`config.mk`:
```
export PLATFORM = sky130hd
export DESIGN_NAME = dct_row_seq
export DESIGN_NICKNAME = d
export VERILOG_FILES = /design/src/hw/dct_pkg.sv /design/src/hw/dct_row_seq.sv
export SDC_FILE = /design/constraint.sdc
export NUM_CORES = 1
export LEC_CHECK = 0
export BUFFER_PORTS_ARGS = -buffer_cell sky130_fd_sc_hd__buf_4
export CAP_MARGIN = 40
export CELL_PAD_IN_SITES_DETAIL_PLACEMENT = 1
export CELL_PAD_IN_SITES_GLOBAL_PLACEMENT = 2
export CORE_MARGIN = 2
export CORE_UTILIZATION = 38
export DETAILED_ROUTE_END_ITERATION = 10
export PLACE_DENSITY = 0.84
export SKIP_LAST_GASP = 1
export SLEW_MARGIN = 20
export SYNTH_ARGS = -nofsm -noshare
export SYNTH_HDL_FRONTEND = slang
export SYNTH_SLANG_ARGS = --single-unit
```
`constraint.sdc`:
```
create_clock -name clk -period 2.9 [get_ports clk]
set_clock_uncertainty 0.2 [all_clocks]
set_input_delay 0.58 -clock clk [delete_from_list [all_inputs] [get_ports clk]]
set_output_delay 0.58 -clock clk [all_outputs]
set_load 0.02 [all_outputs]
```
`src/hw/dct_pkg.sv`:
```
`default_nettype none

package dct_pkg;

    localparam int PIX_W   = 10;   // signed input pixel
    localparam int MID_W   = 16;   // row transform result in transpose memory
    localparam int OUT_W   = 13;   // final coefficient
    localparam int PAGE_AW = 7;    // page bit plus 6 in-block bits

    // cosine magnitudes, scaled by 2^16
    localparam logic [15:0] COEF_C3 = 16'd54491;
    localparam logic [15:0] COEF_S3 = 16'd36410;
    localparam logic [15:0] COEF_C4 = 16'd46341;
    localparam logic [15:0] COEF_C6 = 16'd25080;
    localparam logic [15:0] COEF_S6 = 16'd60547;
    localparam logic [15:0] COEF_C7 = 16'd12785;
    localparam logic [15:0] COEF_S7 = 16'd64277;

    // table word, stored raw and used as sign plus magnitude
    typedef union packed {
        logic [16:0] raw;
        struct packed {
            logic        neg;          // 1 for a negative coefficient
            logic [15:0] mag;
        } sm;
    } coef_word_u;

    localparam int ROW_FILL_CYC  = 8;  // samples per row
    localparam int D1D_LAT       = 6;  // latch strobe to output k=0
    localparam int COL_START_DLY = 2;  // last write and one ram read

endpackage

`default_nettype wire

```
`src/hw/dct_row_seq.sv`:
```
`default_nettype none

module dct_row_seq (
    input  logic                        clk,
    input  logic                        i_arst_n,
    input  logic                        i_start,
    output logic                        o_row_latch,
    output logic                        o_we,
    output logic                        o_blk_done,
    output logic                        o_last_in,
    output logic [dct_pkg::PAGE_AW-1:0] o_waddr,
    output logic                        o_page
);

    logic       fill_q;      // idle 0, filling 1
    logic [5:0] pix_q;       // index of the pixel on the input while filling
    logic [5:0] pix_idx;
    logic       pix_act;
    logic       dly_act_q;
    logic [2:0] dly_q;       // latch to write start countdown
    logic       wr_go;
    logic       we_q;
    logic [5:0] wa_q;        // row and k of the current write
    logic       page_q;      // page being filled

    assign pix_act   = fill_q | i_start;
    assign pix_idx   = fill_q ? pix_q : 6'd0;       // i_start carries pixel 0
    assign o_last_in = fill_q & (pix_q == 6'd63);
    assign wr_go     = dly_act_q & (dly_q == 3'd0);

    always_ff @(posedge clk or negedge i_arst_n) begin
        if (!i_arst_n) begin
            fill_q      <= 1'b0;
            pix_q       <= '0;
            o_row_latch <= 1'b0;
            dly_act_q   <= 1'b0;
            dly_q       <= '0;
            we_q        <= 1'b0;
            wa_q        <= '0;
            page_q      <= 1'b0;
        end else begin
            if (pix_act) begin
                pix_q <= pix_idx + 6'd1;    // wraps to 0 after pixel 63
            end
            if (o_last_in) begin
                fill_q <= 1'b0;
            end else if (i_start) begin
                fill_q <= 1'b1;
            end
            // row is in the shift register one cycle after its 8th pixel
            o_row_latch <= pix_act & (pix_idx[2:0] == 3'(dct_pkg::ROW_FILL_CYC - 1));
            if (o_row_latch) begin
                dly_act_q <= 1'b1;
                dly_q     <= 3'(dct_pkg::D1D_LAT - 2);   // we is one flop later
            end else if (dly_act_q) begin
                dly_q <= dly_q - 3'd1;
                if (dly_q == 3'd0) begin
                    dly_act_q <= 1'b0;
                end
            end
            we_q <= wr_go | (we_q & (wa_q[2:0] != 3'd7));   // 8 writes per row
            if (we_q) begin
                wa_q <= wa_q + 6'd1;
            end
            if (o_blk_done) begin
                page_q <= ~page_q;
            end
        end
    end

    assign o_we       = we_q;
    assign o_waddr    = {page_q, wa_q};
    assign o_page     = page_q;
    assign o_blk_done = we_q & (wa_q == 6'd63);

endmodule

`default_nettype wire

```
==> out/qor.csv, run 1 <==
stage,metric,value,unit
hold_path,hold wc startpoint,o_page,
floorplan,DIE HEIGHT,53.5,µm
floorplan,Placeable Area,2250,µm²
route,initial drt markers,5,
final_layout,Storage cell area,500,µm²
placement,GPL Wtd Cong,0.711,
clock_network,worst-skew pair later-pin latency,0.29,ns
final_layout,area of the multi-input gates,403,µm²
floorplan,IO Count,15,
route,ANT nets after route,0,
route,WL final,1570,µm
status,status,completed,
synth,Synth area leaders,"dfrtp_1 54%, ha_1 8.1%, mux2_2 6.1%, xnor2_1 4.7%, nor2_1 2.8%",
timing,crit share post-route,75.9,%
synth,"Distinct cells, synth",27,
global_routing,"Remaining Overflow, GRT",0,
critical_path,Worst setup EP type,output pin,
global_routing,initial antenna violation count,0,
clock_network,clk slew on worst S/H paths,0.11,ns
power,Pwr Density,1140,nW/µm²
floorplan,die width,53.5,µm
timing,Max Freq,0.455,GHz
route,Remaining DRCs,0,
clock_network,clk root buf,clkbuf_4,
final_layout,nets,107,
timing,# setup viols final,0,
critical_path,capturing point of the worst reg2reg path,pix_q[2],
clock_network,htree depth,1,
synth,mapped cell area,930,µm²
clock_network,CTS tree,built,
synth,share of the synthesized area in the top cell type,53.8,%
synth,most area-hungry cell type in the Yosys netlist,dfrtp_1,
synth,Gate Count Post-Synth,80,
critical_path,Worst path slowest cell,dfrtp_1,
final_layout,share of layout cells above drive strength 1,25.8,%
global_routing,largest net degree at the start of global routing,21,
synth,Ys Warns,0,
clock_network,Max clock buf depth,2,
final_layout,Layout Utilization,49.0,%
power,switching share of power,37.7,%
critical_path,crit path from,wa_q[0],
critical_path,crit-path max cell delay,0.42,ns
timing,Max Transition Viols Final,0,
power,Max IR drop VDD,0.626,mV
route,per-cell routed wire length,12.6,µm
hold_path,Hold Crit Depth,1,
final_layout,fill count,257,
critical_path,R2R depth,4,
synth,"Seq/Total Area, Yosys",53.8,%
critical_path,CP required,2.12,ns
final_layout,Synth-to-Final Area Change,18.8,%
power,Lkg Pwr,0.536,nW
power,combinational share of power,43.7,%
placement,placed insts,120,
placement,IO Port Bufs,14,
critical_path,"setup slack, reg-to-reg",1.13,ns
critical_path,crit start category,flop,
global_routing,Global Route Usage Sum,13.8,%
final_layout,"commonest non-fill, non-tap cell in the layout",dfrtp_1,
critical_path,critical setup path kind,flop to output pin,
timing,unrepaired setup endpoints after global routing,no,
hold_path,Hold Path Class,flop to flop,
timing,Final Hold Viols,0,
timing,final hold slack,0.305,ns
power,Pint,0.000786,W
final_layout,n_diodes,0,
run,max-cap viol count,0,
clock_network,Num CTS Buffers,3,
floorplan,row count,17,
clock_network,cts repair resizes,0,
hold_path,Min-Delay Endpoint,o_page,
clock_network,Sink Count,20,
floorplan,Initial Util,41.2,%
power,Clock Power Share,12.4,%
timing,Max-slew headroom,76.6,%
final_layout,post-route insts no fill,125,
route,1st-pass router iterations,4,
critical_path,CP Cell Sequence,ha_1 > nand4_1 > nor2_1 > buf_4,
floorplan,Die ar.,2860,µm²
power,Reg power frac,43.9,%
critical_path,RR Startpoint,fill_q,
global_routing,number of global-route vias before repair,645,
synth,Seq cells post-synth,20,
timing,Slew @ Worst Pin,0.349,ns
timing,setup TNS,0,ns
route,vias per inst,5.08,
critical_path,Crit Path Max Fanout,4,
timing,crit path time final,2.20,ns
final_layout,"commonest cells after routing, fill and taps aside","20 x dfrtp_1, 14 x buf_4, 7 x nor2_1, 6 x ha_1",
global_routing,first-pass GRT wire length,2800,µm
power,switching power,0.000475,W
synth,Syn Nets,89,
synth,average size of a mapped cell,11.6,µm²
placement,dpl hpwl,1180,µm
route,vias post-DR,635,
critical_path,worst path arrival time,1.42,ns
==> cells by family after synthesis <==
family,synth area share (%)
and+or+nand+nor,16.4
DFF,53.8
xor gates and xnor gates,7.54
AOI/OAI and AO/OA,5.25
buffers and inverters,2.83
adders and majority gates,8.08
muxes,6.06
==> power groups by stage <==
stage	clock network, W	logic [W]	registers [W]
6_report	0.000157	0.000551	0.000553
3_3_place_gp	0	0.000542	0.000551
3_5_place_dp	0	0.000556	0.000560
2_1_floorplan	0	0.000344	0.000589
4_1_cts	0.000167	0.000562	0.000554
5_1_grt	0.000178	0.000626	0.000581
==> worst max path at each step <==
| stage | endpoint |
|---|---|
| global route | o_last_in |
| detailed placement | o_blk_done |
| CTS | o_blk_done |
| floorplan | o_blk_done |
| finish | o_blk_done |
| global placement | o_blk_done |
==> through the flow <==
| stage | worst slack, ns | cell area (µm²) | power, W |
|---|---|---|---|
| detailed placement | 1.02 | 1060 | 0.00112 |
| floorplan | 0.921 | 930 | 0.000933 |
| global route | 0.568 | 1100 | 0.00139 |
| CTS | 0.670 | 1100 | 0.00128 |
| global placement | 1.07 | 1060 | 0.00109 |
| finish | 0.700 | 1100 | 0.00126 |
==> worst max-delay path: cells and delay by family, from the launching register on <==
kind / cells / cell delay [ns]
flip-flops: 1 / 0.42
AND/OR/NAND/NOR: 2 / 0.34
adder cells (fa/ha/maj): 1 / 0.20
buffers and inverters: 1 / 0.17
==> layer usage <==
| layer | vias to the layer above | share of wire, % | track usage, % |
|---|---|---|---|
| met5 | - | 0 | 0 |
| met4 | 0 | 0.64 | 6.41 |
| met3 | 2 | 4.2 | 3.39 |
| met2 | 9 | 46 | 22.2 |
| met1 | 316 | 49 | 17.1 |
| li1 | 308 | - | - |
==> layout make-up <==
type | count | share of cell area, %
Sequential cell | 20 | 45.3
Tap cell | 28 | 3.17
Multi-Input combinational cell | 54 | 36.5
Inverter | 4 | 1.36
Clock buffer | 4 | 3.28
Timing Repair Buffer | 15 | 10.4
==> sequential cells by signal, indices dropped and copies added (netlist names) <==
| name | count |
|---|---|
| dly_act_q | 1 |
| dly_q | 3 |
| fill_q | 1 |
| o_page | 1 |
| o_row_latch | 1 |
| o_we | 1 |
| pix_q | 6 |
| wa_q | 6 |
==> synthesized netlist by cell type <==
cell type,instances
nor2b_1,1
nand4_1,2
nor3_1,2
ha_1,6
and2_2,1
mux2_2,5
xnor2_1,5
nor3b_1,2
o21bai_1,1
a21o_1,2
a22o_1,1
nand3_1,3
and3_1,1
xor2_1,3
or4b_1,1
nand3_2,1
nand2_1,4
nand2b_1,1
a31oi_1,1
and2_1,2
inv_1,4
dfrtp_1,20
clkbuf_1,1
a21oi_1,1
o22ai_1,1
nor2_1,7
buf_4,1
==> timing repair <==
action	in CTS	in global routing
hold endpoints to repair	20	0
hold buffers	1	0
buffers inserted	0	0
setup endpoints to repair	0	0
(Power assumes the default switching activity.)
==> run 2, diff against run 1 <==
--- a/config.mk
+++ b/config.mk
@@ -10,9 +10,9 @@
 export CELL_PAD_IN_SITES_DETAIL_PLACEMENT = 1
 export CELL_PAD_IN_SITES_GLOBAL_PLACEMENT = 2
 export CORE_MARGIN = 2
-export CORE_UTILIZATION = 38
+export CORE_UTILIZATION = 35
 export DETAILED_ROUTE_END_ITERATION = 10
-export PLACE_DENSITY = 0.84
+export PLACE_DENSITY = 0.78
 export SKIP_LAST_GASP = 1
 export SLEW_MARGIN = 20
 export SYNTH_ARGS = -nofsm -noshare
==> constraint.sdc (replaced) <==
create_clock -name clk -period 2.3 [get_ports clk]
set_clock_uncertainty 0.2 [all_clocks]
set_input_delay 0.46 -clock clk [delete_from_list [all_inputs] [get_ports clk]]
set_output_delay 0.46 -clock clk [all_outputs]
set_load 0.02 [all_outputs]
==> out/qor.csv, run 2 (synthesized netlist as in run 1, its figures left out) <==
stage,metric,value,unit,change
run,max-cap viol count,0,,unchanged
final_layout,Synth-to-Final Area Change,19.1,%,
hold_path,Hold Path Class,input port to flop,,
critical_path,worst path arrival time,1.46,ns,+0.04 ns
power,switching share of power,38.1,%,+0.39 points
clock_network,cts repair resizes,0,,unchanged
clock_network,clk slew on worst S/H paths,0.11,ns,about the same
power,Lkg Pwr,0.536,nW,unchanged
power,Reg power frac,43.5,%,-0.4 points
clock_network,Sink Count,20,,unchanged
floorplan,Placeable Area,2500,µm²,+11%
timing,crit path time final,2.12,ns,
final_layout,"commonest cells after routing, fill and taps aside","20 x dfrtp_1, 14 x buf_4, 7 x nor2_1, 6 x ha_1",,
floorplan,Initial Util,37.2,%,-4.0 points
final_layout,share of layout cells above drive strength 1,25.8,%,unchanged
clock_network,post-CTS setup buffers,0,,unchanged
floorplan,IO Count,15,,unchanged
timing,Max-slew headroom,73.4,%,-3.2 points
global_routing,number of global-route vias before repair,637,,-1.2%
floorplan,die width,55.5,µm,+3.9%
critical_path,critical setup path kind,flop to output pin,,
route,1st-pass router iterations,3,,-1
power,Max IR drop VDD,0.672,mV,+7.4%
final_layout,biggest regs,"pix_q (6), wa_q (6), dly_q (3)",,
power,switching power,0.000611,W,+29%
route,WL final,1670,µm,+6.2%
critical_path,crit start category,flop,,
timing,Max Transition Viols Final,0,,unchanged
global_routing,first-pass GRT wire length,2870,µm,+2.5%
power,combinational share of power,44.1,%,+0.4 points
floorplan,row count,18,,+1
global_routing,Global Route Usage Sum,11.6,%,-2.1 points
route,Remaining DRCs,0,,unchanged
final_layout,nets,107,,unchanged
route,ANT nets after route,0,,unchanged
route,vias post-DR,625,,-1.6%
timing,# setup viols final,0,,unchanged
clock_network,htree depth,1,,unchanged
timing,final hold slack,0.231,ns,-0.0736 ns
final_layout,n_diodes,0,,unchanged
route,vias per inst,4.92,,-3.1%
clock_network,hold-fix buffers at CTS,1,,unchanged
status,status,completed,,
floorplan,Die ar.,3080,µm²,+7.9%
placement,dpl hpwl,1280,µm,+8.2%
critical_path,Crit Path Max Fanout,4,,unchanged
global_routing,"Remaining Overflow, GRT",0,,unchanged
route,initial drt markers,2,,-3
placement,GPL Wtd Cong,0.705,,-0.80%
power,Pint,0.000994,W,+26%
floorplan,DIE HEIGHT,55.5,µm,+3.9%
clock_network,CTS tree,built,,
clock_network,clk root buf,clkbuf_4,,
critical_path,CP required,1.64,ns,-0.48 ns
global_routing,largest net degree at the start of global routing,21,,unchanged
critical_path,R2R depth,4,,unchanged
timing,crit share post-route,92.1,%,
timing,unrepaired setup endpoints after global routing,no,,
timing,Slew @ Worst Pin,0.397,ns,+0.0476 ns
timing,setup TNS,0,ns,unchanged
critical_path,Worst setup EP type,output pin,,
timing,Max Freq,0.472,GHz,
final_layout,"commonest non-fill, non-tap cell in the layout",dfrtp_1,,
power,Pwr Density,1450,nW/µm²,+27%
placement,IO Port Bufs,14,,unchanged
power,Clock Power Share,12.4,%,about the same
global_routing,initial antenna violation count,0,,unchanged
hold_path,Hold Crit Depth,3,,+2
route,per-cell routed wire length,13.2,µm,+4.5%
timing,Final Hold Viols,0,,unchanged
clock_network,worst-skew pair later-pin latency,0.29,ns,about the same
clock_network,Max clock buf depth,2,,unchanged
clock_network,Num CTS Buffers,3,,unchanged
run 2: cell counts in the layout (fill, tap and decap cells not counted):
No cell type changed its count.
run 2: stage by stage:
| stage | setup WS (ns) | power, W | std cells | util [%] | instance area [µm²] |
|---|---|---|---|---|---|
| 2_1_floorplan | 0.441 | 0.00118 | 80 | - | 930 |
| 3_3_place_gp | 0.514 | 0.00137 | 122 | 42.4 | 1060 |
| 3_5_place_dp | 0.493 | 0.00143 | 122 | 42.4 | 1060 |
| 4_1_cts | 0.141 | 0.00164 | 127 | 44.3 | 1110 |
| 5_1_grt | 0.0651 | 0.00175 | 127 | 44.3 | 1110 |
| 6_report | 0.183 | 0.00160 | 127 | 44.3 | 1110 |
run 2: critical path: stages, from the launching register on:
cell	delay (ns)
dfrtp_1	0.43
ha_1	0.20
nand4_1	0.16
nor2_1	0.20
buf_4	0.17
run 2: final timing paths:
check                               from          to  slack (ns)
worst max-delay path             wa_q[0]  o_blk_done        0.18
worst min-delay path             i_start    pix_q[0]        0.23
worst max register to register    fill_q    pix_q[2]        0.51
worst min register to register   wa_q[5]     wa_q[5]        0.31
max in group asynchronous       i_arst_n    dly_q[1]        1.33
min in group asynchronous       i_arst_n     wa_q[1]        0.37
run 2: area by class of cell:
| type | instances | area, µm² |
|---|---|---|
| Sequential cell | 20 | 500 |
| Tap cell | 30 | 37.5 |
| Inverter | 4 | 15.0 |
| Clock buffer | 4 | 36.3 |
| Multi-Input combinational cell | 54 | 403 |
| Fill cell | 292 | 1390 |
| Timing Repair Buffer | 15 | 115 |
run 2: per-layer routing:
metal  global-route usage (%)  vias to the layer above  routed length (µm)  share of wire [%]
met2                     19.4                       14                 800                 48
met1                     15.1                      302                 768                 46
met5                        0                        -                   0                  0
li1                         -                      307                   -                  -
met4                     4.18                        0                  16               0.96
met3                     2.11                        2                  85                5.1
run 2: power by group through the flow:
stage	clock, W	sequential [W]	combinational (W)
5_1_grt	0.000221	0.000731	0.000801
3_5_place_dp	0	0.000708	0.000722
4_1_cts	0.000208	0.000701	0.000727
3_3_place_gp	0	0.000697	0.000676
6_report	0.000199	0.000698	0.000707
2_1_floorplan	0	0.000743	0.000433
==> run 3, diff against run 2 <==
--- a/config.mk
+++ b/config.mk
@@ -7,12 +7,11 @@
 export LEC_CHECK = 0
 export BUFFER_PORTS_ARGS = -buffer_cell sky130_fd_sc_hd__buf_4
 export CAP_MARGIN = 40
-export CELL_PAD_IN_SITES_DETAIL_PLACEMENT = 1
-export CELL_PAD_IN_SITES_GLOBAL_PLACEMENT = 2
 export CORE_MARGIN = 2
-export CORE_UTILIZATION = 35
+export CORE_UTILIZATION = 53
 export DETAILED_ROUTE_END_ITERATION = 10
-export PLACE_DENSITY = 0.78
+export GPL_ROUTABILITY_DRIVEN = 0
+export PLACE_DENSITY = 0.79
 export SKIP_LAST_GASP = 1
 export SLEW_MARGIN = 20
 export SYNTH_ARGS = -nofsm -noshare
==> out/qor.csv, run 3 (synthesized netlist as in run 1, its figures left out) <==
stage,metric,value,unit,change
global_routing,Global Route met3 Usage,3.57,%,+1.5 points
critical_path,capturing point of the worst reg2reg path,pix_q[2],,
timing,crit share post-route,90.9,%,-1.1 points
global_routing,largest net degree at the start of global routing,21,,unchanged
floorplan,Die ar.,2100,µm²,-32%
clock_network,Max clock buf depth,2,,unchanged
timing,Max Freq,0.478,GHz,+1.3%
timing,Max Transition Viols Final,0,,unchanged
final_layout,Storage cell area,500,µm²,unchanged
global_routing,routing usage on met1,19.4,%,+4.4 points
global_routing,first-pass GRT wire length,2370,µm,-18%
timing,Slew @ Worst Pin,0.366,ns,-0.0311 ns
critical_path,RR Startpoint,fill_q,,
placement,dpl hpwl,1050,µm,-18%
floorplan,IO Count,15,,unchanged
critical_path,CP Cell Sequence,ha_1 > nand4_1 > nor2_1 > buf_4,,
critical_path,Worst path slowest cell,dfrtp_1,,
timing,crit path time final,2.09,ns,-0.0262 ns
timing,setup TNS,0,ns,unchanged
final_layout,share of layout cells above drive strength 1,25.0,%,-0.77 points
final_layout,fill count,135,,-54%
route,vias per inst,5.48,,+11%
final_layout,n_diodes,0,,unchanged
critical_path,last element of the critical path,o_blk_done,,
floorplan,row count,15,,-3
route,ANT nets after route,0,,unchanged
clock_network,worst-skew pair later-pin latency,0.29,ns,about the same
clock_network,clk root buf,clkbuf_4,,
critical_path,Stages on worst setup path,4,,unchanged
timing,Max-slew headroom,75.5,%,+2.1 points
clock_network,htree depth,1,,unchanged
floorplan,DIE HEIGHT,45.9,µm,-17%
final_layout,nets,107,,unchanged
status,status,completed,,
final_layout,"commonest cells after routing, fill and taps aside","20 x dfrtp_1, 14 x buf_4, 7 x nor2_1, 6 x ha_1",,
route,Remaining DRCs,0,,unchanged
route,WL final,1450,µm,-13%
critical_path,worst path arrival time,1.43,ns,-0.03 ns
critical_path,Crit Path Max Fanout,4,,unchanged
critical_path,crit-path max cell delay,0.42,ns,about the same
run,max-cap viol count,0,,unchanged
clock_network,Sink Count,20,,unchanged
global_routing,"Remaining Overflow, GRT",0,,unchanged
floorplan,Initial Util,55.0,%,+18 points
clock_network,Num CTS Buffers,3,,unchanged
critical_path,crit start category,flop,,
final_layout,area of the multi-input gates,403,µm²,unchanged
final_layout,biggest regs,"pix_q (6), wa_q (6), dly_q (3)",,
clock_network,clk slew on worst S/H paths,0.10,ns,about the same
critical_path,critical setup path kind,flop to output pin,,
global_routing,global route hottest layer,met2,,
power,Final Power,0.00154,W,-4.0%
final_layout,Synth-to-Final Area Change,15.9,%,
global_routing,met2 track demand over resource,26.4,%,+7.0 points
power,Pwr Density,1430,nW/µm²,-1.3%
route,per-cell routed wire length,12.8,µm,-2.7%
timing,# setup viols final,0,,unchanged
critical_path,Buffers & Inverters on Critical Path,1,,unchanged
critical_path,"setup slack, reg-to-reg",0.56,ns,+0.05 ns
critical_path,R2R depth,4,,unchanged
route,vias post-DR,619,,-0.96%
timing,Final Hold Viols,0,,unchanged
critical_path,CP top delay family,flip-flops,,
clock_network,CTS tree,built,,
clock_network,hold-fix buffers at CTS,1,,unchanged
placement,IO Port Bufs,14,,unchanged
clock_network,post-CTS setup buffers,0,,unchanged
floorplan,Placeable Area,1690,µm²,-32%
global_routing,initial antenna violation count,0,,unchanged
critical_path,Worst setup EP type,output pin,,
route,initial drt markers,3,,+1
global_routing,Global Route Usage Sum,16.3,%,+4.7 points
hold_path,Hold Path Class,input port to flop,,
floorplan,die width,45.9,µm,-17%
route,1st-pass router iterations,4,,+1
clock_network,cts repair resizes,0,,unchanged
critical_path,CP required,1.64,ns,about the same
critical_path,crit path from,wa_q[0],,
power,Lkg Pwr,0.529,nW,-1.3%
timing,unrepaired setup endpoints after global routing,no,,
final_layout,"commonest non-fill, non-tap cell in the layout",dfrtp_1,,
global_routing,number of global-route vias before repair,565,,-11%
power,Max IR drop VDD,0.678,mV,+0.81%
==> run 3: cell type report <==
cell class / count / area share (%)
Timing Repair Buffer: 15 / 10.7
Sequential cell: 20 / 46.5
Clock buffer: 3 / 2.09
Inverter: 4 / 1.39
Multi-Input combinational cell: 54 / 37.4
Tap cell: 17 / 1.97
==> run 3: worst min path at each step <==
stage                endpoint      from  slack, ns  cells after the start
global placement      wa_q[0]  i_arst_n       0.15                      1
floorplan           dly_act_q  i_arst_n      -0.04                      0
CTS                  pix_q[0]   i_start       0.21                      3
finish               pix_q[0]   i_start       0.22                      3
global route         pix_q[0]   i_start       0.24                      3
detailed placement    wa_q[0]  i_arst_n       0.15                      1
==> run 3: metal layers <==
metal / vias to the layer above / wire length, µm
li1: 303 / -
met4: 0 / 32
met2: 16 / 664
met1: 296 / 696
met3: 4 / 55
met5: - / 0
==> run 3: worst min-delay path, cell delays in order <==
cell and delay [ns]:
buf_4 0.10, nor3_1 0.04, nor2_1 0.08
==> run 3: stage by stage <==
step	cells	hold WS [ns]	area, µm²	util (%)	setup WS, ns
after global placement	109	0.149	1040	61.9	0.533
after global routing	113	0.241	1080	63.8	0.122
after CTS	113	0.211	1080	63.8	0.170
after floorplan	80	-0.0356	930	-	0.441
final	113	0.224	1080	63.8	0.209
after detailed placement	109	0.148	1040	61.9	0.514
==> run 3: power by group <==
part	internal (W)	total, W	switching (W)
logic	0.000375	0.000691	0.000317
clock network	0.0000610	0.000159	0.0000980
registers	0.000518	0.000691	0.000172
total	0.000954	0.00154	0.000587
